## src/rtl/mmio_pkg.sv

```systemverilog
`default_nettype none

package mmio_pkg;

    //////////////////////////////////////////////////
    // widths with a meaning
    //////////////////////////////////////////////////

    typedef logic [31:0] word_t;
    typedef logic [29:0] word_addr_t;
    typedef logic [3:0]  byte_en_t;
    typedef logic [7:0]  char_t;
    typedef logic [14:0] vmem_addr_t;
    typedef logic [63:0] trace_entry_t;

    // anything not listed below lands in the data cache
    typedef enum logic [2:0] {
        REGION_CACHE,
        REGION_VMEM,
        REGION_DEBUG,
        REGION_KBD,
        REGION_LOADER
    } region_e;

    typedef enum logic [1:0] {
        VMEM_IDLE,
        VMEM_WRITE,
        VMEM_RELEASE
    } vmem_state_e;

    //////////////////////////////////////////////////
    // request bundles
    //////////////////////////////////////////////////

    typedef struct packed {
        logic       read;
        logic       write;
        word_addr_t addr;
        word_t      wdata;
        byte_en_t   byte_en;
    } dmem_req_t;

    // byte_en already lane reversed for the target
    typedef struct packed {
        logic     read;
        logic     write;
        byte_en_t byte_en;
    } target_req_t;

    typedef struct packed {
        logic       en;
        vmem_addr_t addr;
        char_t      char;
    } vmem_wr_t;

    // word address bits 29..26
    localparam logic [3:0] REGION_CODE_VMEM   = 4'hC;
    localparam logic [3:0] REGION_CODE_DEBUG  = 4'hD;
    localparam logic [3:0] REGION_CODE_KBD    = 4'hE;
    localparam logic [3:0] REGION_CODE_LOADER = 4'hF;

    // word address bits 25..18 inside the debug region
    localparam logic [7:0] TRAP_TAG = 8'hDD;

    localparam logic [25:0] DBG_START_ADDR = 26'h3000001;
    localparam logic [25:0] DBG_END_ADDR   = 26'h3000002;

endpackage

`default_nettype wire

```

## src/rtl/mmio_region_decode.sv

```systemverilog
`timescale 1ns/1ps
`default_nettype none

module mmio_region_decode (
    input  mmio_pkg::dmem_req_t   dmem,
    input  mmio_pkg::word_addr_t  instr_addr,
    output mmio_pkg::region_e     region,
    output logic                  trap_access,
    output logic                  dbg_sel_start,
    output logic                  dbg_sel_end,
    output logic [5:0]            dbg_index,
    output logic                  dbg_half,
    output logic                  vmem_access,
    output logic                  kb_read,
    output mmio_pkg::target_req_t dc_req,
    output mmio_pkg::target_req_t loader_req,
    output logic                  loader_fetch
);
    import mmio_pkg::*;

    byte_en_t rev_byte_en;
    logic     in_debug;

    // data address classification
    always_comb begin
        case (dmem.addr[29:26])
            REGION_CODE_VMEM:   region = REGION_VMEM;
            REGION_CODE_DEBUG:  region = REGION_DEBUG;
            REGION_CODE_KBD:    region = REGION_KBD;
            REGION_CODE_LOADER: region = REGION_LOADER;
            // flash window folds in here too
            default:            region = REGION_CACHE;
        endcase
    end

    assign in_debug = (region == REGION_DEBUG);

    // tag DD hangs the core for as long as the access is held
    assign trap_access = in_debug && (dmem.addr[25:18] == TRAP_TAG)
                         && (dmem.read || dmem.write);

    assign dbg_sel_start = in_debug && (dmem.addr[25:0] == DBG_START_ADDR);
    assign dbg_sel_end   = in_debug && (dmem.addr[25:0] == DBG_END_ADDR);
    // entry number, then low or high half
    assign dbg_index     = dmem.addr[6:1];
    assign dbg_half      = dmem.addr[0];

    assign vmem_access = (region == REGION_VMEM) && dmem.write;
    assign kb_read     = (region == REGION_KBD) && dmem.read;

    // core lane order is opposite to cache and loader
    always_comb begin
        case (dmem.byte_en)
            4'b0001: rev_byte_en = 4'b1000;
            4'b0010: rev_byte_en = 4'b0100;
            4'b0100: rev_byte_en = 4'b0010;
            4'b1000: rev_byte_en = 4'b0001;
            4'b0011: rev_byte_en = 4'b1100;
            4'b1100: rev_byte_en = 4'b0011;
            default: rev_byte_en = 4'b1111;
        endcase
    end

    always_comb begin
        dc_req.read     = (region == REGION_CACHE) && dmem.read;
        dc_req.write    = (region == REGION_CACHE) && dmem.write;
        dc_req.byte_en  = dc_req.write ? rev_byte_en : 4'b0000;

        loader_req.read    = (region == REGION_LOADER) && dmem.read;
        loader_req.write   = (region == REGION_LOADER) && dmem.write;
        loader_req.byte_en = loader_req.write ? rev_byte_en : 4'b0000;
    end

    // fetches from the loader window bypass the icache
    assign loader_fetch = (instr_addr[29:26] == REGION_CODE_LOADER);

endmodule

`default_nettype wire

```

## src/rtl/vmem_write_ctrl.sv

```systemverilog
`timescale 1ns/1ps
`default_nettype none

module vmem_write_ctrl #(
    parameter int VMEM_WAIT_CYCLES = 5
) (
    input  logic                clk_pipeline,
    input  logic                rst,
    input  logic                vmem_access,
    input  mmio_pkg::dmem_req_t dmem,
    output mmio_pkg::vmem_wr_t  vmem_wr,
    output logic                vmem_stall
);
    import mmio_pkg::*;

    localparam int               CNT_W    = $clog2(VMEM_WAIT_CYCLES + 3);
    localparam logic [CNT_W-1:0] WR_LAST  = CNT_W'(VMEM_WAIT_CYCLES);
    localparam logic [CNT_W-1:0] CNT_LAST = CNT_W'(VMEM_WAIT_CYCLES + 2);

    vmem_state_e      state;
    logic [CNT_W-1:0] cnt;
    logic             wr_en;
    logic [1:0]       lane;
    char_t            wr_char;

    always_ff @(posedge clk_pipeline) begin
        if (!rst) begin
            state <= VMEM_IDLE;
            cnt   <= '0;
            wr_en <= 1'b0;
        end else begin
            case (state)
                VMEM_IDLE: begin
                    if (vmem_access) begin
                        state <= VMEM_WRITE;
                        cnt   <= CNT_W'(1);
                        wr_en <= 1'b1;
                    end
                end
                VMEM_WRITE: begin
                    if (!vmem_access) begin
                        // core dropped the request early
                        state <= VMEM_IDLE;
                        cnt   <= '0;
                        wr_en <= 1'b0;
                    end else if (cnt == CNT_LAST) begin
                        state <= VMEM_RELEASE;
                        wr_en <= 1'b0;
                    end else begin
                        cnt   <= cnt + CNT_W'(1);
                        wr_en <= (cnt <= WR_LAST);
                    end
                end
                default: begin
                    // hold here until the core moves on
                    if (!vmem_access) begin
                        state <= VMEM_IDLE;
                        cnt   <= '0;
                    end
                end
            endcase
        end
    end

    // byte within the word, from the core's lane
    always_comb begin
        case (dmem.byte_en)
            4'b1000: begin
                lane    = 2'd0;
                wr_char = dmem.wdata[7:0];
            end
            4'b0100: begin
                lane    = 2'd1;
                wr_char = dmem.wdata[15:8];
            end
            4'b0010: begin
                lane    = 2'd2;
                wr_char = dmem.wdata[23:16];
            end
            default: begin
                lane    = 2'd3;
                wr_char = dmem.wdata[31:24];
            end
        endcase
    end

    always_comb begin
        vmem_wr.en   = wr_en;
        vmem_wr.addr = {dmem.addr[12:0], lane};
        vmem_wr.char = wr_char;
    end

    assign vmem_stall = vmem_access && (state != VMEM_RELEASE);

endmodule

`default_nettype wire

```

## src/rtl/trace_queue.sv

```systemverilog
`timescale 1ns/1ps
`default_nettype none

module trace_queue #(
    parameter int TRACE_DEPTH = 64
) (
    input  logic                   clk_pipeline,
    input  logic                   rst,
    input  logic                   cache_stall,
    input  mmio_pkg::trace_entry_t trace_in,
    input  logic [5:0]             dbg_index,
    input  logic                   dbg_half,
    output logic [5:0]             que_start,
    output logic [5:0]             que_end,
    output mmio_pkg::word_t        entry_word
);
    import mmio_pkg::*;

    localparam logic [5:0] LAST_SLOT = 6'(TRACE_DEPTH - 1);

    trace_entry_t queue [TRACE_DEPTH];
    trace_entry_t entry;
    logic [5:0]   end_next;
    // high while inside a stall run
    logic         in_run;

    assign end_next = (que_end == LAST_SLOT) ? 6'd0 : que_end + 6'd1;

    //////////////////////////////////////////////////
    // pointers
    //////////////////////////////////////////////////

    always_ff @(posedge clk_pipeline) begin
        if (!rst) begin
            que_start <= 6'd0;
            que_end   <= 6'd0;
            in_run    <= 1'b0;
        end else if (cache_stall) begin
            // mark where this run begins
            if (!in_run) begin
                que_start <= que_end;
            end
            in_run  <= 1'b1;
            que_end <= end_next;
        end else begin
            in_run <= 1'b0;
        end
    end

    //////////////////////////////////////////////////
    // record storage
    //////////////////////////////////////////////////

    // oldest entries get overwritten on wrap
    always_ff @(posedge clk_pipeline) begin
        if (cache_stall) begin
            queue[que_end] <= trace_in;
        end
    end

    assign entry      = queue[dbg_index];
    assign entry_word = dbg_half ? entry[63:32] : entry[31:0];

endmodule

`default_nettype wire

```

## src/rtl/mmio_read_mux.sv

```systemverilog
`timescale 1ns/1ps
`default_nettype none

module mmio_read_mux (
    input  mmio_pkg::region_e region,
    input  logic              trap_access,
    input  logic              dbg_sel_start,
    input  logic              dbg_sel_end,
    input  logic              loader_fetch,
    input  logic [5:0]        que_start,
    input  logic [5:0]        que_end,
    input  mmio_pkg::word_t   entry_word,
    input  mmio_pkg::word_t   dc_rdata,
    input  mmio_pkg::word_t   ic_rdata,
    input  mmio_pkg::word_t   loader_rdata,
    input  mmio_pkg::word_t   loader_instr,
    input  mmio_pkg::char_t   kb_keycode,
    input  logic              kb_read,
    input  logic              kb_ready,
    input  logic              cache_stall,
    input  logic              vmem_stall,
    output mmio_pkg::word_t   dmem_rdata,
    output mmio_pkg::word_t   instr_rdata,
    output logic              mem_stall
);
    import mmio_pkg::*;

    logic kb_stall;

    // data read select
    always_comb begin
        case (region)
            REGION_CACHE:  dmem_rdata = dc_rdata;
            REGION_LOADER: dmem_rdata = loader_rdata;
            REGION_KBD:    dmem_rdata = {24'd0, kb_keycode};
            REGION_DEBUG: begin
                if (trap_access) begin
                    dmem_rdata = '0;
                end else if (dbg_sel_start) begin
                    dmem_rdata = {26'd0, que_start};
                end else if (dbg_sel_end) begin
                    dmem_rdata = {26'd0, que_end};
                end else begin
                    dmem_rdata = entry_word;
                end
            end
            // video memory is write only
            default:       dmem_rdata = '0;
        endcase
    end

    assign instr_rdata = loader_fetch ? loader_instr : ic_rdata;

    // no scancode waiting yet
    assign kb_stall = kb_read && !kb_ready;

    assign mem_stall = cache_stall || vmem_stall || trap_access || kb_stall;

endmodule

`default_nettype wire

```

## src/rtl/cpu_mmio_bridge.sv

```systemverilog
`timescale 1ns/1ps
`default_nettype none

module cpu_mmio_bridge #(
    parameter int VMEM_WAIT_CYCLES = 5,
    parameter int TRACE_DEPTH      = 64
) (
    input  logic                   clk_pipeline,
    input  logic                   rst,
    // core side
    input  mmio_pkg::dmem_req_t    dmem,
    input  mmio_pkg::word_addr_t   instr_addr,
    // data and instruction cache
    output mmio_pkg::target_req_t  dc_req,
    input  mmio_pkg::word_t        dc_rdata,
    input  mmio_pkg::word_t        ic_rdata,
    input  logic                   cache_stall,
    input  mmio_pkg::trace_entry_t trace_in,
    // loader RAM
    output mmio_pkg::target_req_t  loader_req,
    input  mmio_pkg::word_t        loader_rdata,
    input  mmio_pkg::word_t        loader_instr,
    output logic                   loader_fetch,
    // text video memory
    output mmio_pkg::vmem_wr_t     vmem_wr,
    // keyboard
    output logic                   kb_read,
    input  logic                   kb_ready,
    input  mmio_pkg::char_t        kb_keycode,
    // back to the core
    output mmio_pkg::word_t        dmem_rdata,
    output mmio_pkg::word_t        instr_rdata,
    output logic                   mem_stall
);
    import mmio_pkg::*;

    region_e    region;
    logic       trap_access;
    logic       dbg_sel_start;
    logic       dbg_sel_end;
    logic [5:0] dbg_index;
    logic       dbg_half;
    logic       vmem_access;
    logic       vmem_stall;
    logic [5:0] que_start;
    logic [5:0] que_end;
    word_t      entry_word;

    //////////////////////////////////////////////////
    // decode
    //////////////////////////////////////////////////

    mmio_region_decode u_decode (
        .dmem          (dmem),
        .instr_addr    (instr_addr),
        .region        (region),
        .trap_access   (trap_access),
        .dbg_sel_start (dbg_sel_start),
        .dbg_sel_end   (dbg_sel_end),
        .dbg_index     (dbg_index),
        .dbg_half      (dbg_half),
        .vmem_access   (vmem_access),
        .kb_read       (kb_read),
        .dc_req        (dc_req),
        .loader_req    (loader_req),
        .loader_fetch  (loader_fetch)
    );

    //////////////////////////////////////////////////
    // execute
    //////////////////////////////////////////////////

    vmem_write_ctrl #(
        .VMEM_WAIT_CYCLES (VMEM_WAIT_CYCLES)
    ) u_vmem (
        .clk_pipeline (clk_pipeline),
        .rst          (rst),
        .vmem_access  (vmem_access),
        .dmem         (dmem),
        .vmem_wr      (vmem_wr),
        .vmem_stall   (vmem_stall)
    );

    trace_queue #(
        .TRACE_DEPTH (TRACE_DEPTH)
    ) u_trace (
        .clk_pipeline (clk_pipeline),
        .rst          (rst),
        .cache_stall  (cache_stall),
        .trace_in     (trace_in),
        .dbg_index    (dbg_index),
        .dbg_half     (dbg_half),
        .que_start    (que_start),
        .que_end      (que_end),
        .entry_word   (entry_word)
    );

    //////////////////////////////////////////////////
    // result
    //////////////////////////////////////////////////

    mmio_read_mux u_mux (
        .region        (region),
        .trap_access   (trap_access),
        .dbg_sel_start (dbg_sel_start),
        .dbg_sel_end   (dbg_sel_end),
        .loader_fetch  (loader_fetch),
        .que_start     (que_start),
        .que_end       (que_end),
        .entry_word    (entry_word),
        .dc_rdata      (dc_rdata),
        .ic_rdata      (ic_rdata),
        .loader_rdata  (loader_rdata),
        .loader_instr  (loader_instr),
        .kb_keycode    (kb_keycode),
        .kb_read       (kb_read),
        .kb_ready      (kb_ready),
        .cache_stall   (cache_stall),
        .vmem_stall    (vmem_stall),
        .dmem_rdata    (dmem_rdata),
        .instr_rdata   (instr_rdata),
        .mem_stall     (mem_stall)
    );

endmodule

`default_nettype wire

```

## config.mk

```make
export PLATFORM = sky130hd
export DESIGN_NAME = cpu_mmio_bridge
export DESIGN_NICKNAME = d
export VERILOG_FILES = /design/src/rtl/mmio_pkg.sv /design/src/rtl/mmio_region_decode.sv /design/src/rtl/vmem_write_ctrl.sv /design/src/rtl/trace_queue.sv /design/src/rtl/mmio_read_mux.sv /design/src/rtl/cpu_mmio_bridge.sv
export SDC_FILE = /design/constraint.sdc
export NUM_CORES = 2
export LEC_CHECK = 0
export ABC_CLOCK_PERIOD_IN_PS = 6070
export BUFFER_PORTS_ARGS = -buffer_cell sky130_fd_sc_hd__buf_2
export CORE_MARGIN = 1
export CORE_UTILIZATION = 45
export CTS_BUF_LIST = sky130_fd_sc_hd__clkbuf_2 sky130_fd_sc_hd__clkbuf_4 sky130_fd_sc_hd__clkbuf_8
export DETAILED_ROUTE_END_ITERATION = 6
export GPL_ROUTABILITY_DRIVEN = 0
export PLACE_DENSITY = 0.67
export SYNTH_ARGS = -nofsm -noshare
export SYNTH_HDL_FRONTEND = slang
export SYNTH_SLANG_ARGS = --single-unit
```

## constraint.sdc

```tcl
create_clock -name clk_pipeline -period 6.07 [get_ports clk_pipeline]
set_clock_uncertainty 0.2 [all_clocks]
set_input_delay 0.607 -clock clk_pipeline [delete_from_list [all_inputs] [get_ports clk_pipeline]]
set_output_delay 0.607 -clock clk_pipeline [all_outputs]
set_load 0.03 [all_outputs]
```

Yosys cells after proc, flatten, opt, wreduce, memory -nomap -nowiden
Memories as Yosys holds them, arrays and structs flattened. Cells that the tools add are included.

Mux-type cells: 29. Equality and inequality tests: 26. Order comparisons: 1. $add $sub $neg: 2. Reduce and logical (&&, ||, !) cells: 24. Bitwise operators: 1.

Operator list (count): $mux W32 (5); $pmux W32 S4 (1); $eq A26 B26 Y1 const B (2); $eq A4 B4 Y1 const B (7); $pmux W4 S6 (1); $pmux W8 S3 (1); $logic_and A1 B1 Y1 (12); $mux W3 (4); $pmux W3 S4 (1); $ne A3 B3 Y1 const B (3); $eq A4 B2 Y1 const B (2); $eq A8 B8 Y1 const B (1); $mux W2 (4); $mux W4 (2); $add A6 B1 Y6 const B (1); $eq A3 B2 Y1 const B (2); $eq A3 B3 Y1 const B (2); $eq A6 B6 Y1 const B (1); $mux W6 (1); $pmux W2 S3 (1); $pmux W3 S2 (1); $reduce_and A3 Y1 (2); $mux W1 (5); $eq A4 B1 Y1 const B (1); 16 further kinds (20).

Output and inout port bits: 103. Input bits: 302. Register bits after elaboration: 19. Memories kept: 1. Bits in writable memories: 4096. Word-level logic and storage cells: 90.

Memories: u_trace.queue (words 64, bits a word 64, read ports 1, clocked after memory_dff 0, write ports 1, RTL line trace_queue.sv:21) `trace_entry_t queue [TRACE_DEPTH];`.

Depth between registers and ports, before layout
Depth after elaboration: 8. Mapped depth: 13. Gate-level depth less buffers: 7.

By module
Synthesis repeated with hierarchy kept, for this count alone.

Cell total of the unflattened synthesis: 6215. Area, all modules: 158226.8 um^2.

By module, submodules not included: trace_queue (sequential area each 123258.2 um^2, area each 155828.2 um^2, instances 1, cells each 5928); mmio_read_mux (sequential area each 0.0 um^2, area each 1296.2 um^2, instances 1, cells each 141); vmem_write_ctrl (sequential area each 120.1 um^2, area each 768.2 um^2, instances 1, cells each 90); mmio_region_decode (sequential area each 0.0 um^2, area each 334.1 um^2, instances 1, cells each 56).

Worst setup path before layout
No wires, ideal clock.

Path kind: in2reg. Start: in cache_stall. End: mem u_trace.queue[49][0] (netlist name), enable pin. Stages: 4. Required time: 5.306 ns. Path slack: -0.381 ns. Buffers on the path: 2. Arrival: 5.686 ns. Library setup time: 0.564 ns. Cells stage by stage: clkbuf_1 > clkbuf_1 > nand4_1 > nor3_1.

Word-level cells in the longest chain between the ends: 2.

RTL lines: from (decl) (RTL line cpu_mmio_bridge.sv:17) `input logic cache_stall,`; $mux W1 (RTL line trace_queue.sv:56) `if (cache_stall) begin`; $mux W1 (implied by the code) (RTL line trace_queue.sv:57) `queue[que_end] <= trace_in;`; to (decl) (RTL line trace_queue.sv:21).

Every way passes these cells.

Worst setup path after layout
Start: in dmem[66] (netlist name). End: out dmem_rdata[13].

Word-level cells in the longest chain between the ends: 4.

RTL lines: from (decl) (RTL line cpu_mmio_bridge.sv:11) `input mmio_pkg::dmem_req_t dmem,`; $logic_or A1 B1 Y1 (RTL line mmio_region_decode.sv:40) `&& (dmem.read || dmem.write);`; $logic_and A1 B1 Y1 (RTL line mmio_region_decode.sv:40); $mux W32 (RTL line mmio_read_mux.sv:37) `if (trap_access) begin`; $pmux W32 S4 (RTL line mmio_read_mux.sv:32) `case (region)`; to (decl) (RTL line cpu_mmio_bridge.sv:31) `output mmio_pkg::word_t dmem_rdata,`.

Every way passes these cells.

==> flow_metrics.tcl <==
set metrics [dict create \
    numPortBuffers 378 \
    clk_root_buffer_cell "clkbuf_8" \
    status "finished with violations" \
    crit_buf_inv 4 \
    slew_violations 0 \
    first_global_vias 82200 \
    clk_latency_ps 1090 \
    crit_type "input port to primary output" \
    p_per_area_nw_per_um2 311 \
    postSynthCellCount 7075 \
    dp_hpwl_um 257000 \
    design_area_um2 181000 \
    h-tree-depth 6 \
    max_stage_delay_ps 1000 \
    postCtsSetupRepairBufs 0 \
    drv_cap 0 \
    cp_slowest_cell "a21oi_4" \
    path_clk_slew_ps 70 \
    crit_arrival_ps 4840 \
    crit_chain "dlygate4sd3_1 > buf_2 > or2_2 > a31oi_1 > nand2_1 > a21oi_4 > buf_4 > nand4_1 > nand3_1 > buf_2" \
    worst_pin_slew_ps 1330 \
    cp-start-kind "input port" \
    drt_iter0_markers 12800 \
    crit_fanout 8 \
    nets 8299 \
    p_leak_nw 57.3 \
    synth_seq_cells 4115 \
    remaining_drc_errors 2 \
    syn_area_um2 159000 \
    finalCriticalPeriod_ps 5650 \
    grt_util_all_layers_pct 26.7 \
    antenna_found_initial 62 \
    critPathCaptureType "primary output" \
    row_count 218 \
    post-route-period-util_pct 93.1 \
    dp_slack_ps 817 \
    synth.distinct_cells 75 \
    ios 405 \
    synth_warnings 0 \
    ir_drop_mv 0.154 \
    ys_seq_area_share_pct 77.5 \
    setup_violations 0 \
    ys_dominant_reg_cell "edfxtp_1" \
    multi_input_comb_area_um2 34000 \
    cpMostUsedCell "buf_2" \
    grt_setup_unrepaired "false" \
    area.sequential_um2 123000 \
    grt_pass1_wl_um 656000 \
    required_ps 5260 \
    synth_nets 7380 \
    slew_headroom_pct 11.2 \
    drt-pass1-iter-count 7 \
    ant_nets 0 \
    fmax_mhz 177 \
    synth_edf_count 4096 \
    start_util_pct 45.2 \
    drive_gt1_share_pct 32.9 \
    grt_max_degree 116 \
    async_reset_ff_share_pct 0 \
    vias 84400 \
    worst_slack_ps 418 \
    numCtsBuffers 616 \
    routed_wl_um 483000 \
    syn_area_per_cell_um2 22.5 \
    tns_ps 0 \
    hold_violations 0 \
    dieArea_um2 356000 \
    cp_top_family "compound AO/OA/AOI/OAI gates" \
    die_x_um 597 \
    clock_sink_count 4115 \
    regToRegSetupSlack_ps 2290 \
    clockBufferDepth 4 \
    core_um2 352000 \
    die_height_um 597 \
    area_growth_pct 13.4 \
    avgViaCountPerCell 6.39 \
    cts_resized 0 \
    wl_per_cell_um 36.6 \
    overflow 0 \
    fill_cells 27300 \
    placed_cell_area_um2 169000 \
    hold_class "input port to register" \
    tritoncts "yes" \
    violations "design-rule violations" \
]
[layer usage]
layer	share of wire [%]	vias to the layer above	wire length [um]	global-route usage [%]
met5	0.040	-	192	0
met4	4.7	32	22600	11.7
met3	12	1156	58700	6.37
met2	48	6273	230000	42.5
met1	35	44900	171000	35.2
li1	-	32100	-	-
[worst reg2reg max path, delay by kind of cell, from the launching register on]
family | cells | cell delay [ps]
buffers and inverters | 1 | 530
DFF | 1 | 610
and+or+nand+nor | 3 | 2070
[cells in the mapped netlist, types with 5 or more instances]
| cell type | number | area, um2 |
|---|---|---|
| nor4_1 | 9 | 56.3 |
| a211o_1 | 5 | 43.8 |
| a22oi_1 | 71 | 533 |
| a31oi_1 | 22 | 138 |
| nand4_1 | 16 | 100 |
| nand2_1 | 309 | 1160 |
| and3_1 | 7 | 43.8 |
| o21ai_1 | 7 | 35.0 |
| a22o_1 | 8 | 70.1 |
| a221o_1 | 5 | 50.1 |
| buf_2 | 131 | 656 |
| o221ai_1 | 22 | 193 |
| clkbuf_1 | 123 | 462 |
| nor2_1 | 138 | 518 |
| nor3_1 | 16 | 80.1 |
| o21ai_0 | 81 | 405 |
| dfxtp_1 | 19 | 380 |
| a211oi_1 | 11 | 82.6 |
| and2_1 | 14 | 87.6 |
| inv_1 | 10 | 37.5 |
| nor2b_1 | 24 | 150 |
| xor2_1 | 6 | 52.6 |
| mux2i_1 | 273 | 2730 |
| a32oi_1 | 33 | 289 |
| nand3_1 | 83 | 415 |
| o211ai_1 | 29 | 218 |
| or3_1 | 7 | 43.8 |
| nand2b_1 | 13 | 81.3 |
| mux2_2 | 24 | 270 |
| mux4_2 | 1050 | 23600 |
| o2111ai_1 | 9 | 78.8 |
| buf_1 | 35 | 131 |
| a222oi_1 | 5 | 50.1 |
| edfxtp_1 | 4096 | 123000 |
| o22ai_1 | 20 | 125 |
| buf_6 | 56 | 631 |
| buf_8 | 6 | 90.1 |
| a21oi_1 | 71 | 355 |
| buf_4 | 57 | 428 |
| a221oi_1 | 89 | 780 |
[layout make-up]
type	instances	area share, %
antenna	33	0.0457
clock buffer	832	5.66
clock inverter	242	0.732
inverter	13	0.0395
multi-input combinational	2537	18.8
sequential	4115	68.3
tap	4730	3.28
timing repair buffer	711	3.10
[cell usage in the layout, fill, tap and decap left out, drive strengths merged, types with 13 or more instances in the layout]
cell and n:
a21oi 71, a221oi 89, a22oi 73, a31oi 22, a32oi 33, and2 17
buf 688, clkbuf 833, clkinv 206, clkinvlp 16, dfxtp 19, diode 33
dlygate4sd3 22, edfxtp 4096, inv 26, mux2 24, mux2i 273, mux4 1050
nand2 309, nand2b 13, nand3 83, nand4 16, nor2 139, nor2b 24
nor3 16, o211ai 29, o21ai 88, o221ai 22, o22ai 20
[through the flow]
stage | total power [mW] | utilization [%] | hold WS [ps] | cells
4_1_cts | 56.2 | 51.2 | 0.553 | 13200
2_1_floorplan | 33.7 | - | 283 | 7075
6_report | 56.1 | 51.2 | 53.2 | 13200
3_5_place_dp | 35.0 | 47.9 | 318 | 12100
3_3_place_gp | 34.9 | 47.9 | 297 | 12100
5_1_grt | 57.6 | 51.2 | 71.8 | 13200
[registers in the layout, summed over array words and instances (netlist names)]
name	flops
u_trace.in_run	1
u_trace.queue	4096
u_vmem.state	2
u_trace.que_start	6
u_vmem.cnt	3
u_trace.que_end	6
u_vmem.wr_en	1
[power by group]
part	switching, mW	internal [mW]
logic	1.94	1.12
clock network	10.5	11.2
registers	0.0209	31.3
total	12.4	43.7
[path summary, 6_finish.rpt]
check	from	depth (start not counted)	end
worst max-delay path	dmem[66]	10	dmem_rdata[13]
worst min-delay path	trace_in[53]	1	u_trace.queue[5][53]$_DFFE_PP_
worst max register to register	u_trace.que_end[4]$_SDFFE_PN0P_	4	u_trace.queue[17][58]$_DFFE_PP_
worst min register to register	u_trace.que_start[2]$_SDFFE_PN0P_	2	u_trace.que_start[2]$_SDFFE_PN0P_
[kinds of logic after synthesis]
kind of cell             after synthesis  share of synthesized area, %
flip-flops                          4115                          77.5
multiplexers                        1347                          16.7
AND/OR/NAND/NOR                      654                          1.80
AO/OA/AOI/OAI                        524                          2.37
buffers and inverters                423                          1.55
XOR/XNOR                               9                        0.0495
adder cells (fa/ha/maj)                3                        0.0236
[repair_timing]
action	4_1_cts	5_1_grt
hold endpoints to repair	670	0
hold buffers	22	0
setup endpoints to repair	0	0
Power figures use the tool's default switching activity.
